## src/verilog/sauPkg.sv

```systemverilog
`default_nettype none

package sauPkg;

	// ==================================================
	// Widths
	// ==================================================
	localparam int DefaultWidth = 64;

	// ==================================================
	// Instruction fields
	// ==================================================
	typedef enum logic [6:0] {
		OP_R3O   = 7'h02,	// Register form, func and op3 select
		OP_ADDI  = 7'h04,
		OP_SUBFI = 7'h05,	// imm - a
		OP_ANDI  = 7'h08,
		OP_ORI   = 7'h09,
		OP_XORI  = 7'h0A,
		OP_CHK   = 7'h0B,	// Check code in func[3:0]
		OP_NOP   = 7'h7F
	} opcode_t;

	typedef enum logic [5:0] {
		FN_AND  = 6'd0,
		FN_OR   = 6'd1,
		FN_XOR  = 6'd2,
		FN_ADD  = 6'd4,
		FN_SUB  = 6'd5,
		FN_SEQ  = 6'd8,
		FN_SNE  = 6'd9,
		FN_SLT  = 6'd10,
		FN_SLE  = 6'd11,
		FN_SLTU = 6'd12,
		FN_SLEU = 6'd13,
		FN_ASL  = 6'd16,
		FN_LSR  = 6'd17,
		FN_ASR  = 6'd18,
		FN_ROL  = 6'd19,
		FN_ROR  = 6'd20,
		FN_MOVE = 6'd24,
		FN_R1   = 6'd25	// Bit counts of a, op3 picks which
	} func_t;

	// How op3 folds c into a register-form result
	typedef enum logic [2:0] {
		CMB_AND = 3'd0,
		CMB_OR  = 3'd1,
		CMB_XOR = 3'd2,
		CMB_ADD = 3'd3	// FN_SUB subtracts c here
	} combine_t;

	typedef enum logic [2:0] {
		CNT_LZ  = 3'd0,
		CNT_POP = 3'd1,
		CNT_LO  = 3'd2,
		CNT_TZ  = 3'd3
	} countSel_t;

	typedef enum logic [7:0] {
		FLT_NONE  = 8'h00,
		FLT_CHK   = 8'h27,
		FLT_UNIMP = 8'h37
	} cause_t;

	// CHK codes, taken from func[3:0]
	// Codes 0..3: bit 1 makes the lower bound b exclusive, bit 0 the upper bound c inclusive
	localparam logic [3:0] CHK_RANGE_IN  = 4'd0;	// a must lie inside the range
	localparam logic [3:0] CHK_RANGE_OUT = 4'd4;	// Same ranges, a must lie outside
	localparam logic [3:0] CHK_CPL_GE    = 4'd8;
	localparam logic [3:0] CHK_CPL_LE    = 4'd9;
	localparam logic [3:0] CHK_CANARY    = 4'd10;

endpackage

`default_nettype wire

```

## src/verilog/sauChecker.sv

```systemverilog
`default_nettype none

module sauChecker import sauPkg::*; #(
	parameter int Width = DefaultWidth
)(
	input  opcode_t opcode,
	input  func_t func,
	input  logic [Width-1:0] a,
	input  logic [Width-1:0] b,
	input  logic [Width-1:0] c,
	input  logic [Width-1:0] canary,
	input  logic [7:0] cpl,
	output cause_t chkCause
);

	logic [3:0] chkOp;
	logic [Width-1:0] cplExt;
	logic aboveLow;
	logic belowHigh;
	logic inRange;

	assign chkOp = func[3:0];
	assign cplExt = Width'(cpl);	// Privilege level compared as a plain number

	// Bounds of codes 0..3, reused by 4..7 through chkOp[1:0]
	assign aboveLow = chkOp[1] ? (a > b) : (a >= b);
	assign belowHigh = chkOp[0] ? (a <= c) : (a < c);
	assign inRange = aboveLow && belowHigh;

	always_comb
	begin
		chkCause = FLT_NONE;
		if (opcode == OP_CHK)
		begin
			if (chkOp[3:2] == CHK_RANGE_IN[3:2])
				chkCause = inRange ? FLT_NONE : FLT_CHK;
			else if (chkOp[3:2] == CHK_RANGE_OUT[3:2])
				chkCause = inRange ? FLT_CHK : FLT_NONE;
			else if (chkOp == CHK_CPL_GE)
				chkCause = (a >= cplExt) ? FLT_NONE : FLT_CHK;
			else if (chkOp == CHK_CPL_LE)
				chkCause = (a <= cplExt) ? FLT_NONE : FLT_CHK;
			else if (chkOp == CHK_CANARY)
				chkCause = (a == canary) ? FLT_NONE : FLT_CHK;	// Stack smash test
			else
				chkCause = FLT_UNIMP;
		end
	end

endmodule

`default_nettype wire

```

## config.mk

```make
export PLATFORM = sky130hd
export DESIGN_NAME = sauChecker
export DESIGN_NICKNAME = d
export VERILOG_FILES = /design/src/verilog/sauPkg.sv /design/src/verilog/sauChecker.sv
export SDC_FILE = /design/constraint.sdc
export NUM_CORES = 1
export LEC_CHECK = 0
export ABC_CLOCK_PERIOD_IN_PS = 4800
export CORE_MARGIN = 1
export CORE_UTILIZATION = 25
export DETAILED_ROUTE_END_ITERATION = 8
export DONT_BUFFER_PORTS = 1
export PLACE_DENSITY = 0.49
export SYNTH_ARGS = -nofsm -noshare
export SYNTH_HDL_FRONTEND = slang
export SYNTH_SLANG_ARGS = --single-unit
```

## constraint.sdc

```tcl
create_clock -name vclk -period 4.8
set_clock_uncertainty 0.1 [all_clocks]
set_input_delay 0.96 -clock vclk [all_inputs]
set_output_delay 0.96 -clock vclk [all_outputs]
set_load 0.05 [all_outputs]
```

==> summary.txt, run 1 <==
Critical path
  – Path type of the worst setup path: in -> out
  – CP Capture Type: primary output
  – Crit start category: primary input
  – WP data required: 3.74 ns
  – CP Max Fanout: 2
  – CP Data Arrival Time: 3.61 ns

Power and ir drop
  – NetSw: 181 uW
  – Comb pwr share: 1.000
  – Static leakage: 0.00260 uW
  – Maximum vdd ir drop: 23.6 uV
  – Power Density: 69.1 nW/um^2
  – Reg power frac: 0
  – Switching Fraction: 0.548
  – Int Pwr: 149 uW
  – Clock share of power: 0

Drt
  – Pre-antenna DRT Iters: 4
  – DRT iter0 DRCs: 136
  – Total number of vias: 4250
  – Average wire per standard cell: 21.1 um
  – Vias per inst: 4.97
  – Routed wire length: 18.0 mm
  – Final ANT Viol Nets: 0
  – Post-route DRC: 0

Cells and area
  – Final net count: 1045
  – Reg area: 0 sq um
  – Layout cells sized above 1: 0.0238
  – Layout area overhead: 6.86%
  – Inserted Diodes: 0
  – Post-Layout Cell Count: 855
  – CLK BUF: 0
  – Fin area: 4770 sq um
  – Seq_cells: 0

Logic synthesis
  – Ranking of synthesized cells by area: ha_1 38%, inv_1 13%, xor2_1 5.9%, a21oi_1 5.6%, nand4_1 4.3%
  – Syn_area_per_cell: 7.10 sq um
  – Most common cell in the netlist: inv_1
  – Post-Synthesis Cells: 629
  – Top cell type's share of synthesized area: 0.381
  – Top cell type by total area after synthesis: ha_1
  – Register area share after synthesis: 0
  – Synthesis Warnings: 0
  – Synth cell types: 49
  – Synth Cell Area: 4470 sq um
  – Leading cell types by count after synthesis: 157 x inv_1, 136 x ha_1, 50 x a21oi_1

Global routing
  – First-pass GRT wire length: 25.3 mm
  – Vias in the first global route: 4311
  – M3 GR Usage: 0.0513
  – Initial antenna violation count: 0
  – Total GRT Usage: 0.187
  – Grt peak-use layer: met2
  – Largest net degree at the start of global routing: 7
  – Met1 GRT Util: 0.221
  – Grt met2 use: 0.342
  – GRT overflow: 0

Floorplanning
  – Die area: 18400 sq um
  – Die Ht: 136 um
  – I/O Pins: 285
  – Die X: 136 um
  – Core area: 17400 sq um
  – # rows: 48
  – Starting Density: 0.257

STA
  – Crit path time final: 4.67 ns
  – Max-slew violations: 0
  – Fmax: 0.214 GHz
  – Unrepaired setup endpoints after global routing: false
  – Hold Vio Cnt, Final: 0
  – Slew @ Worst Pin: 0.933 ns
  – Setup-failing EPs final: 0
  – Period utilisation layout: 0.974
  – Sum of negative setup slack: 0 ns
  – Slew HR: 0.374
  – Hold Worst Slack: 2.05 ns

Clocking
  – CTS hold repair buffers: 0
  – Post-CTS setup buffers: 0
  – CTS resizes: 0

Hold path
  – Hold Startpoint: func[3]
  – Hold path endpoint: chkCause[4]
  – Tightest Hold Check Type: in -> out
  – WHS Path Cells: 2

Placed design
  – Post-placement cell area: 4770 sq um
  – Cell count after placement: 855
  – IO buf count: 0
  – Post-DP HPWL: 17.0 mm
  – GPL Wtd Cong: 0.812

Run
  – Max-Cap Viols: 0

Run status
  – Outcome: completed
placed cells by master (no fill, tap or decap), types with 4 or more instances in the layout:
cell         n
a221oi_1     7
nor2_1      13
ha_1       136
nor2b_1     10
nand4_1     31
o21ai_1      5
buf_4        4
nand2b_1     4
a21oi_1     50
a2111oi_0    4
inv_1      157
xor2_1      30
nor3_1       7
nand2_1     31
a21o_1       8
o22ai_1      6
nand3_1     15
and4_1       4
nor4_1      29
xnor2_1     17
o21ai_0     16
a211oi_1     5
logic make-up after synthesis:
kind of cell             Yosys count  share of synthesized area
multiplexers                       2                    0.00476
adder cells (fa/ha/maj)          136                      0.381
AO/OA/AOI/OAI                    122                      0.171
AND/OR/NAND/NOR                  158                      0.208
buffers and inverters            163                      0.142
XOR/XNOR                          47                     0.0922
other                              1                   0.000840
per-stage QoR:
stage | worst slack (ns) | power [uW] | utilization
after floorplan | 0.136 | 255 | -
after global placement | 0.0929 | 331 | 0.275
after detailed placement | 0.0971 | 332 | 0.275
after CTS | 0.0782 | 334 | 0.275
after global routing | 0.0522 | 381 | 0.275
final | 0.126 | 330 | 0.275
worst max-delay path by stage:
stage | endpoint | start
6_report | chkCause[5] | b[9]
5_1_grt | chkCause[5] | c[46]
4_1_cts | chkCause[5] | b[9]
3_5_place_dp | chkCause[5] | b[9]
3_3_place_gp | chkCause[5] | b[9]
2_1_floorplan | chkCause[1] | b[9]
layer usage:
| metal | part of all wire | vias up | wire length [um] |
|---|---|---|---|
| met4 | 0.012 | 0 | 210 |
| met3 | 0.088 | 12 | 1590 |
| met5 | 0 | - | 0 |
| met2 | 0.49 | 171 | 8750 |
| met1 | 0.41 | 1851 | 7460 |
| li1 | - | 2216 | - |
power groups by stage:
stage	registers, uW	logic [uW]	clock network, uW
after floorplan	0	255	0
after global placement	0	331	0
after detailed placement	0	332	0
after CTS	0	334	0
after global routing	0	381	0
final	0	330	0
worst max-delay path, cell delays in order:
cell and delay, ns:
inv_1 0.03, ha_1 0.29, and4_4 0.20, nor4b_4 0.13, and3_4 0.19, or4b_1 0.57, o41ai_2 0.40, nand3_1 0.13
o211ai_2 0.09, mux2_2 0.42, buf_4 0.21
final cells by class:
class / count / area [sq um]
well taps: 225 / 282
fillers: 1952 / 12600
inverters: 157 / 589
multi-input cells: 468 / 3850
repair buffers: 5 / 50.0
Power figures use the tool's default switching activity.
==> inputs of run 2 (changes only) <==
==> constraint.sdc (replaced) <==
create_clock -name vclk -period 4.8
set_clock_uncertainty 0.1 [all_clocks]
set_input_delay 0.24 -clock vclk [all_inputs]
set_output_delay 0.24 -clock vclk [all_outputs]
set_load 0.05 [all_outputs]
==> summary.txt, run 2 (synthesized netlist as in run 1, its figures left out) <==
Placed design
  – IO buf count: 0
  – GPL Wtd Cong: 0.818
  – Post-placement cell area: 4720 sq um
  – Cell count after placement: 851
  – Post-DP HPWL: 17.0 mm

Critical path
  – CP Capture Type: primary output
  – CP Max Fanout: 4
  – CP Data Arrival Time: 3.09 ns
  – Path type of the worst setup path: in -> out
  – Crit start category: primary input
  – WP data required: 4.46 ns

Global routing
  – Total GRT Usage: 0.187
  – GRT overflow: 0
  – Initial antenna violation count: 1
  – Largest net degree at the start of global routing: 7
  – First-pass GRT wire length: 25.2 mm
  – Vias in the first global route: 4332

Cells and area
  – Layout cells sized above 1: 0.0160
  – Post-Layout Cell Count: 852
  – Fin area: 4730 sq um
  – Commonest non-fill, non-tap cells in the layout: 157 x inv_1, 136 x ha_1, 50 x a21oi_1, 31 x nand4_1, 31 x nand2_1
  – Seq_cells: 0
  – Layout fillers: 1976
  – Layout area overhead: 5.80%
  – Final net count: 1041
  – CLK BUF: 0
  – Multi-input gate area: 3840 sq um
  – Reg area: 0 sq um
  – Commonest non-fill, non-tap cell in the layout: inv_1

STA
  – Hold Vio Cnt, Final: 0
  – Fmax: 0.291 GHz
  – Unrepaired setup endpoints after global routing: false
  – Setup-failing EPs final: 0
  – Sum of negative setup slack: 0 ns
  – Crit path time final: 3.43 ns
  – Period utilisation layout: 0.715
  – Slew @ Worst Pin: 0.899 ns
  – Max-slew violations: 0
  – Slew HR: 0.397

Drt
  – DRT iter0 DRCs: 109
  – Vias per inst: 5.05
  – Routed wire length: 18.0 mm
  – Post-route DRC: 0
  – Final ANT Viol Nets: 0
  – Pre-antenna DRT Iters: 4
  – Average wire per standard cell: 21.1 um
  – Total number of vias: 4303

Clocking
  – Post-CTS setup buffers: 0
  – CTS hold repair buffers: 0
  – CTS resizes: 0

Floorplanning
  – I/O Pins: 285
  – Die area: 18400 sq um
  – Core area: 17400 sq um
  – Die Ht: 136 um
  – Die X: 136 um
  – # rows: 48
  – Starting Density: 0.257

Hold path
  – Tightest Hold Check Type: in -> out

Run status
  – Outcome: completed

Run
  – Max-Cap Viols: 0
## run 2: cell count changes in the layout (fill, tap and decap cells not counted)
cell     change
buf_4        -3
buf_12       -1
diode_2      +1
o41ai_1      +1
o41ai_2      -1
## run 2: final cells by class
class                           count  share of cell area
Antenna cell                        1            0.000530
Inverter                          157               0.125
Multi-Input combinational cell    468               0.814
Tap cell                          225              0.0596
Timing Repair Buffer                1             0.00159
## run 2: path summary, 6_finish.rpt
check | from | end | slack [ns] | cells past startpoint
worst max-delay path | b[63] | chkCause[0] | 1.37 | 11
worst min-delay path | func[3] | chkCause[4] | 0.61 | 2
## run 2: metrics by stage
step            util  hold slack [ns]  setup slack, ns
2_1_floorplan      -            0.647             1.58
4_1_cts        0.272            0.608             1.42
3_3_place_gp   0.272            0.607             1.40
6_report       0.272            0.609             1.37
3_5_place_dp   0.272            0.608             1.42
5_1_grt        0.272            0.622             1.27
## run 2: worst max-delay path, stage by stage
cell,delay [ns]
inv_1,0.03
ha_1,0.28
nand4_1,0.10
or3_1,0.46
nor4_1,0.56
and4bb_1,0.37
o41ai_1,0.13
nand3_1,0.11
o211ai_2,0.08
mux2_2,0.24
buf_4,0.48
## run 2: routing by layer
metal | vias to the layer above | global-route usage | part of all wire
met1 | 1891 | 0.224 | 0.41
met3 | 17 | 0.0430 | 0.086
met4 | 0 | 0.0325 | 0.020
met5 | - | 0 | 0
met2 | 181 | 0.338 | 0.48
li1 | 2214 | - | -
